## src/hb_settings.svh

```systemverilog
`ifndef HB_SETTINGS_SVH
`define HB_SETTINGS_SVH

// sample word width, 2s16 after input halving inside the filter.
`define HB_WIDTH 18

// sys_clk cycles per high-rate tick, must be 2 or more.
`define HB_CLK2_DIV 4

// folded halfband coefficients in 0s18.
`define HB_COEF0 (-4244)
`define HB_COEF1 (0)
`define HB_COEF2 (36976)
`define HB_COEF3 (65472)

// high-rate ticks from the stuffed sequence to the matching output strobe.
`define HB_LATENCY 6

`endif

```

## src/hb_pkg.sv

```systemverilog
`include "hb_settings.svh"

package hb_pkg;

    // one real sample on the datapath.
    typedef logic signed [`HB_WIDTH-1:0] sample_t;

    // ************************************************************
    // timing strobes from the rate control block
    // ************************************************************
    typedef struct packed {
        logic clk2_en;      // high-rate tick, one sys_clk cycle wide.
        logic sam_clk_en;   // input-rate tick, only with clk2_en.
    } hb_strobes_t;

    // ************************************************************
    // output word of the interpolator
    // ************************************************************
    typedef struct packed {
        sample_t sample;    // gained, saturated filter output.
        logic    strobe;    // marks a new output word.
        logic    clip;      // sample was forced to a rail.
    } hb_out_t;

endpackage

```

## src/halfband_fir.sv

```systemverilog
`include "hb_settings.svh"

// 7-tap symmetric halfband filter, pipelined on clk2_en.  Taps are folded
// before the multipliers and the products are added in a small tree.
module halfband_fir (
    input  logic                sys_clk,
    input  logic                reset,
    input  hb_pkg::hb_strobes_t strobes,
    input  hb_pkg::sample_t     x_in,
    output hb_pkg::sample_t     y
);

    import hb_pkg::*;

    localparam int TAPS   = 7;
    localparam int FOLDED = 4;      // three mirrored pairs and the centre.
    localparam int SUMLV2 = 2;
    localparam int PROD_W = 2 * `HB_WIDTH;

    // 0s18 coefficients, outer tap first.
    localparam sample_t COEF [FOLDED] = '{
        sample_t'(`HB_COEF0),
        sample_t'(`HB_COEF1),
        sample_t'(`HB_COEF2),
        sample_t'(`HB_COEF3)
    };

    sample_t                  x [TAPS];           // tap line, 2s16.
    sample_t                  sum_lvl_1 [FOLDED];
    logic signed [PROD_W-1:0] mult_out [FOLDED];  // 2s34.
    sample_t                  sum_lvl_2 [SUMLV2]; // 1s17.
    sample_t                  sum_lvl_3;

    // ************************************************************
    // tap line
    // ************************************************************
    always_ff @(posedge sys_clk) begin
        if (reset) begin
            x <= '{default: '0};
        end else if (strobes.clk2_en) begin
            // halve into 2s16 so the folded sums cannot overflow.
            x[0] <= {x_in[`HB_WIDTH-1], x_in[`HB_WIDTH-1:1]};
            for (int i = 1; i < TAPS; i++) begin
                x[i] <= x[i-1];
            end
        end
    end

    // ************************************************************
    // fold the symmetric taps
    // ************************************************************
    always_ff @(posedge sys_clk) begin
        if (reset) begin
            sum_lvl_1 <= '{default: '0};
        end else if (strobes.clk2_en) begin
            for (int i = 0; i < FOLDED - 1; i++) begin
                sum_lvl_1[i] <= x[i] + x[TAPS-1-i];
            end
            sum_lvl_1[FOLDED-1] <= x[FOLDED-1];     // centre tap alone.
        end
    end

    // 0s18 times 2s16 gives 2s34.
    always_comb begin
        for (int i = 0; i < FOLDED; i++) begin
            mult_out[i] = COEF[i] * sum_lvl_1[i];
        end
    end

    // ************************************************************
    // adder tree and output
    // ************************************************************
    always_ff @(posedge sys_clk) begin
        if (reset) begin
            sum_lvl_2 <= '{default: '0};
        end else if (strobes.clk2_en) begin
            for (int i = 0; i < SUMLV2; i++) begin
                // keep bits 34 down to 17 of each product.
                sum_lvl_2[i] <= $signed(mult_out[2*i][PROD_W-2:`HB_WIDTH-1])
                              + $signed(mult_out[2*i+1][PROD_W-2:`HB_WIDTH-1]);
            end
        end
    end

    always_ff @(posedge sys_clk) begin
        if (reset) begin
            sum_lvl_3 <= '0;
            y         <= '0;
        end else if (strobes.clk2_en) begin
            sum_lvl_3 <= sum_lvl_2[0] + sum_lvl_2[1];   // wraps at 18 bits.
            y         <= sum_lvl_3;
        end
    end

endmodule

```

## src/halfband_interp_top.sv

```systemverilog
`include "hb_settings.svh"

// Two-times halfband interpolator for one real sample stream.
module halfband_interp_top (
    input  logic                        sys_clk,
    input  logic                        reset,
    input  logic signed [`HB_WIDTH-1:0] x_in,
    output logic                        sample_req,
    output logic signed [`HB_WIDTH-1:0] y,
    output logic                        out_strobe,
    output logic                        clip
);

    import hb_pkg::*;

    hb_strobes_t strobes;
    sample_t     stuffed;
    sample_t     fir_out;
    hb_out_t     out_word;

    // ************************************************************
    // timing and datapath
    // ************************************************************
    rate_control u_rate_control (
        .sys_clk (sys_clk),
        .reset   (reset),
        .strobes (strobes)
    );

    zero_stuffer u_zero_stuffer (
        .sys_clk (sys_clk),
        .reset   (reset),
        .strobes (strobes),
        .x_in    (x_in),
        .stuffed (stuffed)
    );

    halfband_fir u_halfband_fir (
        .sys_clk (sys_clk),
        .reset   (reset),
        .strobes (strobes),
        .x_in    (stuffed),
        .y       (fir_out)
    );

    interp_gain u_interp_gain (
        .sys_clk (sys_clk),
        .reset   (reset),
        .strobes (strobes),
        .fir_out (fir_out),
        .out     (out_word)
    );

    assign sample_req = strobes.sam_clk_en;   // x_in is taken in this cycle.
    assign y          = out_word.sample;
    assign out_strobe = out_word.strobe;
    assign clip       = out_word.clip;

endmodule

```

## src/interp_gain.sv

```systemverilog
`include "hb_settings.svh"

// Doubles the filter output to make up for zero-stuffing and the input
// halving, saturating at the rails and flagging each clipped sample.
module interp_gain (
    input  logic                sys_clk,
    input  logic                reset,
    input  hb_pkg::hb_strobes_t strobes,
    input  hb_pkg::sample_t     fir_out,
    output hb_pkg::hb_out_t     out
);

    import hb_pkg::*;

    localparam sample_t RAIL_POS = {1'b0, {(`HB_WIDTH-1){1'b1}}};
    localparam sample_t RAIL_NEG = {1'b1, {(`HB_WIDTH-1){1'b0}}};

    logic    overflow;
    sample_t gained;

    // doubling leaves the range when the top two bits differ.
    assign overflow = fir_out[`HB_WIDTH-1] ^ fir_out[`HB_WIDTH-2];

    always_comb begin
        if (!overflow) begin
            gained = {fir_out[`HB_WIDTH-2:0], 1'b0};
        end else if (fir_out[`HB_WIDTH-1]) begin
            gained = RAIL_NEG;
        end else begin
            gained = RAIL_POS;
        end
    end

    // ************************************************************
    // output register
    // ************************************************************
    always_ff @(posedge sys_clk) begin
        if (reset) begin
            out <= '0;
        end else begin
            out.strobe <= strobes.clk2_en;      // cycle after the tick.
            if (strobes.clk2_en) begin
                out.sample <= gained;
                out.clip   <= overflow;
            end
        end
    end

endmodule

```

## src/rate_control.sv

```systemverilog
`include "hb_settings.svh"

// Divides sys_clk into the two strobes the datapath runs on.  All timing in
// the interpolator comes from here.
module rate_control (
    input  logic                sys_clk,
    input  logic                reset,
    output hb_pkg::hb_strobes_t strobes
);

    localparam int CNT_W = (`HB_CLK2_DIV > 2) ? $clog2(`HB_CLK2_DIV) : 1;
    localparam logic [CNT_W-1:0] CNT_LAST = CNT_W'(`HB_CLK2_DIV - 1);

    logic [CNT_W-1:0] div_cnt;
    logic             phase;    // low on the input-rate tick.
    logic             wrap;

    assign wrap = (div_cnt == CNT_LAST);

    // ************************************************************
    // divide counter
    // ************************************************************
    always_ff @(posedge sys_clk) begin
        if (reset) begin
            div_cnt <= '0;
        end else if (wrap) begin
            div_cnt <= '0;
        end else begin
            div_cnt <= div_cnt + 1'b1;
        end
    end

    // ************************************************************
    // strobes and phase
    // ************************************************************
    always_ff @(posedge sys_clk) begin
        if (reset) begin
            phase   <= 1'b0;
            strobes <= '0;
        end else begin
            strobes.clk2_en    <= wrap;
            strobes.sam_clk_en <= wrap & ~phase;   // every second tick.
            if (wrap) begin
                phase <= ~phase;
            end
        end
    end

endmodule

```

## src/zero_stuffer.sv

```systemverilog
// Turns the input-rate stream into a high-rate stream by putting a sample on
// one clk2_en tick and a zero on the next.
module zero_stuffer (
    input  logic                sys_clk,
    input  logic                reset,
    input  hb_pkg::hb_strobes_t strobes,
    input  hb_pkg::sample_t     x_in,
    output hb_pkg::sample_t     stuffed
);

    logic take_sample;

    // x_in is valid in the same cycle as sam_clk_en.
    assign take_sample = strobes.clk2_en & strobes.sam_clk_en;

    // ************************************************************
    // stuffing register
    // ************************************************************
    always_ff @(posedge sys_clk) begin
        if (reset) begin
            stuffed <= '0;
        end else if (take_sample) begin
            stuffed <= x_in;
        end else if (strobes.clk2_en) begin
            stuffed <= '0;                  // the inserted zero.
        end
    end

    // the word holds between ticks so the filter sees it stable.

endmodule
```

## config.mk

```make
export PLATFORM = sky130hd
export DESIGN_NAME = halfband_interp_top
export DESIGN_NICKNAME = d
export VERILOG_FILES = /design/src/hb_pkg.sv /design/src/halfband_fir.sv /design/src/halfband_interp_top.sv /design/src/interp_gain.sv /design/src/rate_control.sv /design/src/zero_stuffer.sv
export VERILOG_INCLUDE_DIRS = /design/src
export SDC_FILE = /design/constraint.sdc
export NUM_CORES = 1
export LEC_CHECK = 0
export BUFFER_PORTS_ARGS = -buffer_cell sky130_fd_sc_hd__buf_2
export CORE_UTILIZATION = 35
export DETAILED_ROUTE_END_ITERATION = 16
export GPL_ROUTABILITY_DRIVEN = 0
export GPL_TIMING_DRIVEN = 0
export HOLD_SLACK_MARGIN = 0.03
export PLACE_DENSITY = 0.52
export SYNTH_ARGS = -nofsm -noshare
export SYNTH_HDL_FRONTEND = slang
export SYNTH_SLANG_ARGS = --single-unit
```

## constraint.sdc

```tcl
create_clock -name sys_clk -period 23.4 [get_ports sys_clk]
set_input_delay 4.68 -clock sys_clk [delete_from_list [all_inputs] [get_ports sys_clk]]
set_output_delay 4.68 -clock sys_clk [all_outputs]
set_load 0.005 [all_outputs]
```

==> metrics.csv <==
metric,value,unit
num-fill-cells,7237,
port_buffers,39,
die_area,0.0734,sq mm
clk_latency,0.56,ns
cts_tree,done,
final_core_util,38.6,%
place_inst,3725,
die_w,271,um
pwr-share-seq,44.9,%
cp_common_cell,fa_1,
cts_buffers,27,
whs,0.436,ns
combPwrFrac,10.6,%
stdcell_count,3775,
peakVddDrop,49.0,uV
vias_per_cell,4.87,
antenna_found_initial,1,
wl_per_cell,17.3,um
postCtsHoldBufs,0,
grt.total_usage,18.0,%
fmaxAchievable,112,MHz
crit_path_top_delay_cell,dfxtp_1,
setup_ws,14.49,ns
swShare,25.7,%
yosysWarnings,0,
regArea,0.00533,sq mm
async_flop_share,0,%
startpoint_type,register,
antenna_cells,0,
grt_first_pass_wirelength,104,mm
post_cts_buffers,0,
fin_crit,8.91,ns
path_clk_slew,0.07,ns
grt_max_degree,31,
final_cell_area,0.0276,sq mm
drc,0,
power.internal,0.760,mW
place_area,0.0267,sq mm
drtAntennaViolNets,0,
cts_htree_levels,1,
synth.top_cell.area_share,21.3,%
power_density,37.1,mW/mm^2
tightest_slew,1.29,ns
place_ws,14.43,ns
setup_viol,0,
drv_cap,0,
multi_input_area,0.0176,sq mm
cp.required,23.84,ns
ys_top_cells_by_area,"fa_1, dfxtp_1, ha_1, inv_1, mux2i_1",
cts_max_path_buffers,3,
power.leakage,13.6,nW
drive_above_1_share,3.82,%
row_count,98,
post-route-period-util,38.1,%
grt_setup_unrepaired,no,
hold_viol,0,
grt-ovfl-total,0,
root_buffer,clkbuf_16,
hp-class,reg2reg,
fin_worst_skew,0.0115,ns
status,"complete, no violations",
drtIter0Drc,978,
dp_hpwl,54.3,mm
io_pins,41,
ys_dominant_reg_cell,dfxtp_1,
die_y,271,um
ys_seq_area_share,21.0,%
slew_headroom,13.8,%
synth_edf_count,0,
nets,3466,
path_max_fanout,8,
crit_arrival,9.34,ns
dr.pass1.iters,6,
postRouteWirelength,65.1,mm
ys_types,65,
clock_sink_count,266,
synth_top_cell_by_area,fa_1,
initial_core_util,35.4,%
finalPower,1.02,mW
path_class,reg2reg,
synth_area_per_cell,9.25,sq um
drv_slew,0,
end_kind,register,
p_clk_share,44.5,%
ys_ff_latch,266,
cts_resized,0,
synth_area,0.0253,sq mm
switching_power,0.263,mW
totalNegativeSetupSlack,0,ns
syn-num-nets,3398,
syn_inst,2736,
core_area,0.0715,sq mm
syn_to_final_growth,9.12,%
max_stage_delay,0.67,ns
vias,18381,
grt_pass1_vias,18908,
==> critical path, delay by kind of cell, from the launching register on <==
kind / cells / cell delay, ns
buf+inv: 4 / 0.45
flops: 1 / 0.67
xor+xnor: 2 / 0.61
fa+ha+maj: 7 / 3.39
compound gates: 12 / 2.60
simple gates: 4 / 1.09
==> final cells by class <==
class	instances	share of cell area [%]
multi-input combinational	1832	63.7
timing repair buffer	39	0.707
buffer	81	1.10
clock inverter	13	0.585
inverter	557	7.57
sequential	266	19.3
clock buffer	37	2.76
tap	950	4.31
==> routing by layer <==
layer / GRT usage (%) / vias to the layer above / wire, um
met3: 1.77 / 78 / 2470
met1: 25.9 / 8956 / 32200
met4: 3.52 / 0 / 1290
li1: - / 9035 / -
met2: 29.0 / 312 / 29200
met5: 0 / - / 0
==> synth_stat cells (5+ instances only) <==
cell type	n
xnor2_1	58
buf_1	20
o221ai_1	5
nand2b_1	11
nand4_1	8
a211oi_1	40
xor2_1	38
o21ai_0	45
a21o_1	38
a21oi_1	88
ha_1	373
o21a_1	16
o211ai_1	5
a22oi_1	18
nand3_1	43
a211o_1	5
o2111ai_1	5
clkbuf_1	61
nor2_1	308
nor3_1	43
or2_2	12
o31ai_1	6
nand2_1	77
fa_1	269
nor2b_1	17
and2_1	5
mux2i_1	179
and3_1	13
inv_1	557
dfxtp_1	266
a21boi_0	10
o31a_1	5
or3_1	12
a31oi_1	11
==> registers in the layout (all words and copies together), names as in the netlist <==
register and count:
u_halfband_fir.sum_lvl_1 53, u_halfband_fir.y 18, u_rate_control.phase 1, u_halfband_fir.sum_lvl_3 18
u_zero_stuffer.stuffed 17, u_rate_control.strobes 2, u_halfband_fir.sum_lvl_2 33, u_halfband_fir.x 102
u_interp_gain.out 20, u_rate_control.div_cnt 2
==> path summary, 6_finish.rpt <==
kind | startpoint | endpoint | slack (ns) | depth (start not counted)
setup / recovery | u_halfband_fir.sum_lvl_1[5] | u_halfband_fir.sum_lvl_2[17] | 14.49 | 29
hold / removal | u_rate_control.div_cnt[0] | u_rate_control.div_cnt[0] | 0.44 | 1
setup reg to reg | u_halfband_fir.sum_lvl_1[5] | u_halfband_fir.sum_lvl_2[17] | 14.49 | 29
hold reg to reg | u_rate_control.div_cnt[0] | u_rate_control.div_cnt[0] | 0.44 | 1
==> cell usage in the layout, fill, tap and decap left out, types with 10 or more instances in the layout <==
| cell | instances |
|---|---|
| a21o_1 | 38 |
| a21boi_0 | 10 |
| o21a_1 | 16 |
| xor2_1 | 38 |
| ha_1 | 373 |
| nor2b_1 | 17 |
| and3_1 | 13 |
| nand2b_1 | 11 |
| buf_2 | 39 |
| a22oi_1 | 18 |
| inv_1 | 557 |
| clkbuf_16 | 27 |
| nor3_1 | 43 |
| or3_1 | 12 |
| xnor2_1 | 58 |
| clkbuf_1 | 66 |
| a211oi_1 | 40 |
| fa_1 | 269 |
| dfxtp_1 | 266 |
| mux2i_1 | 179 |
| nand3_1 | 43 |
| a21oi_1 | 88 |
| nand2_1 | 77 |
| a31oi_1 | 11 |
| or2_2 | 12 |
| buf_1 | 20 |
| nor2_1 | 308 |
| o21ai_0 | 45 |
==> logic make-up after synthesis <==
family / share of synthesized area [%]
fa+ha+maj: 39.7
buf+inv: 9.47
simple gates: 10.1
compound gates: 9.09
flops: 21.0
mux: 7.17
xor+xnor: 3.41
==> power by group through the flow <==
stage / clock network [mW] / registers (mW) / logic, mW
after floorplan: 0 / 0.469 / 0.0756
after global placement: 0 / 0.470 / 0.106
after detailed placement: 0 / 0.470 / 0.108
after CTS: 0.463 / 0.460 / 0.109
after global routing: 0.482 / 0.460 / 0.122
final: 0.455 / 0.460 / 0.108
Power figures use the tool's default switching activity.
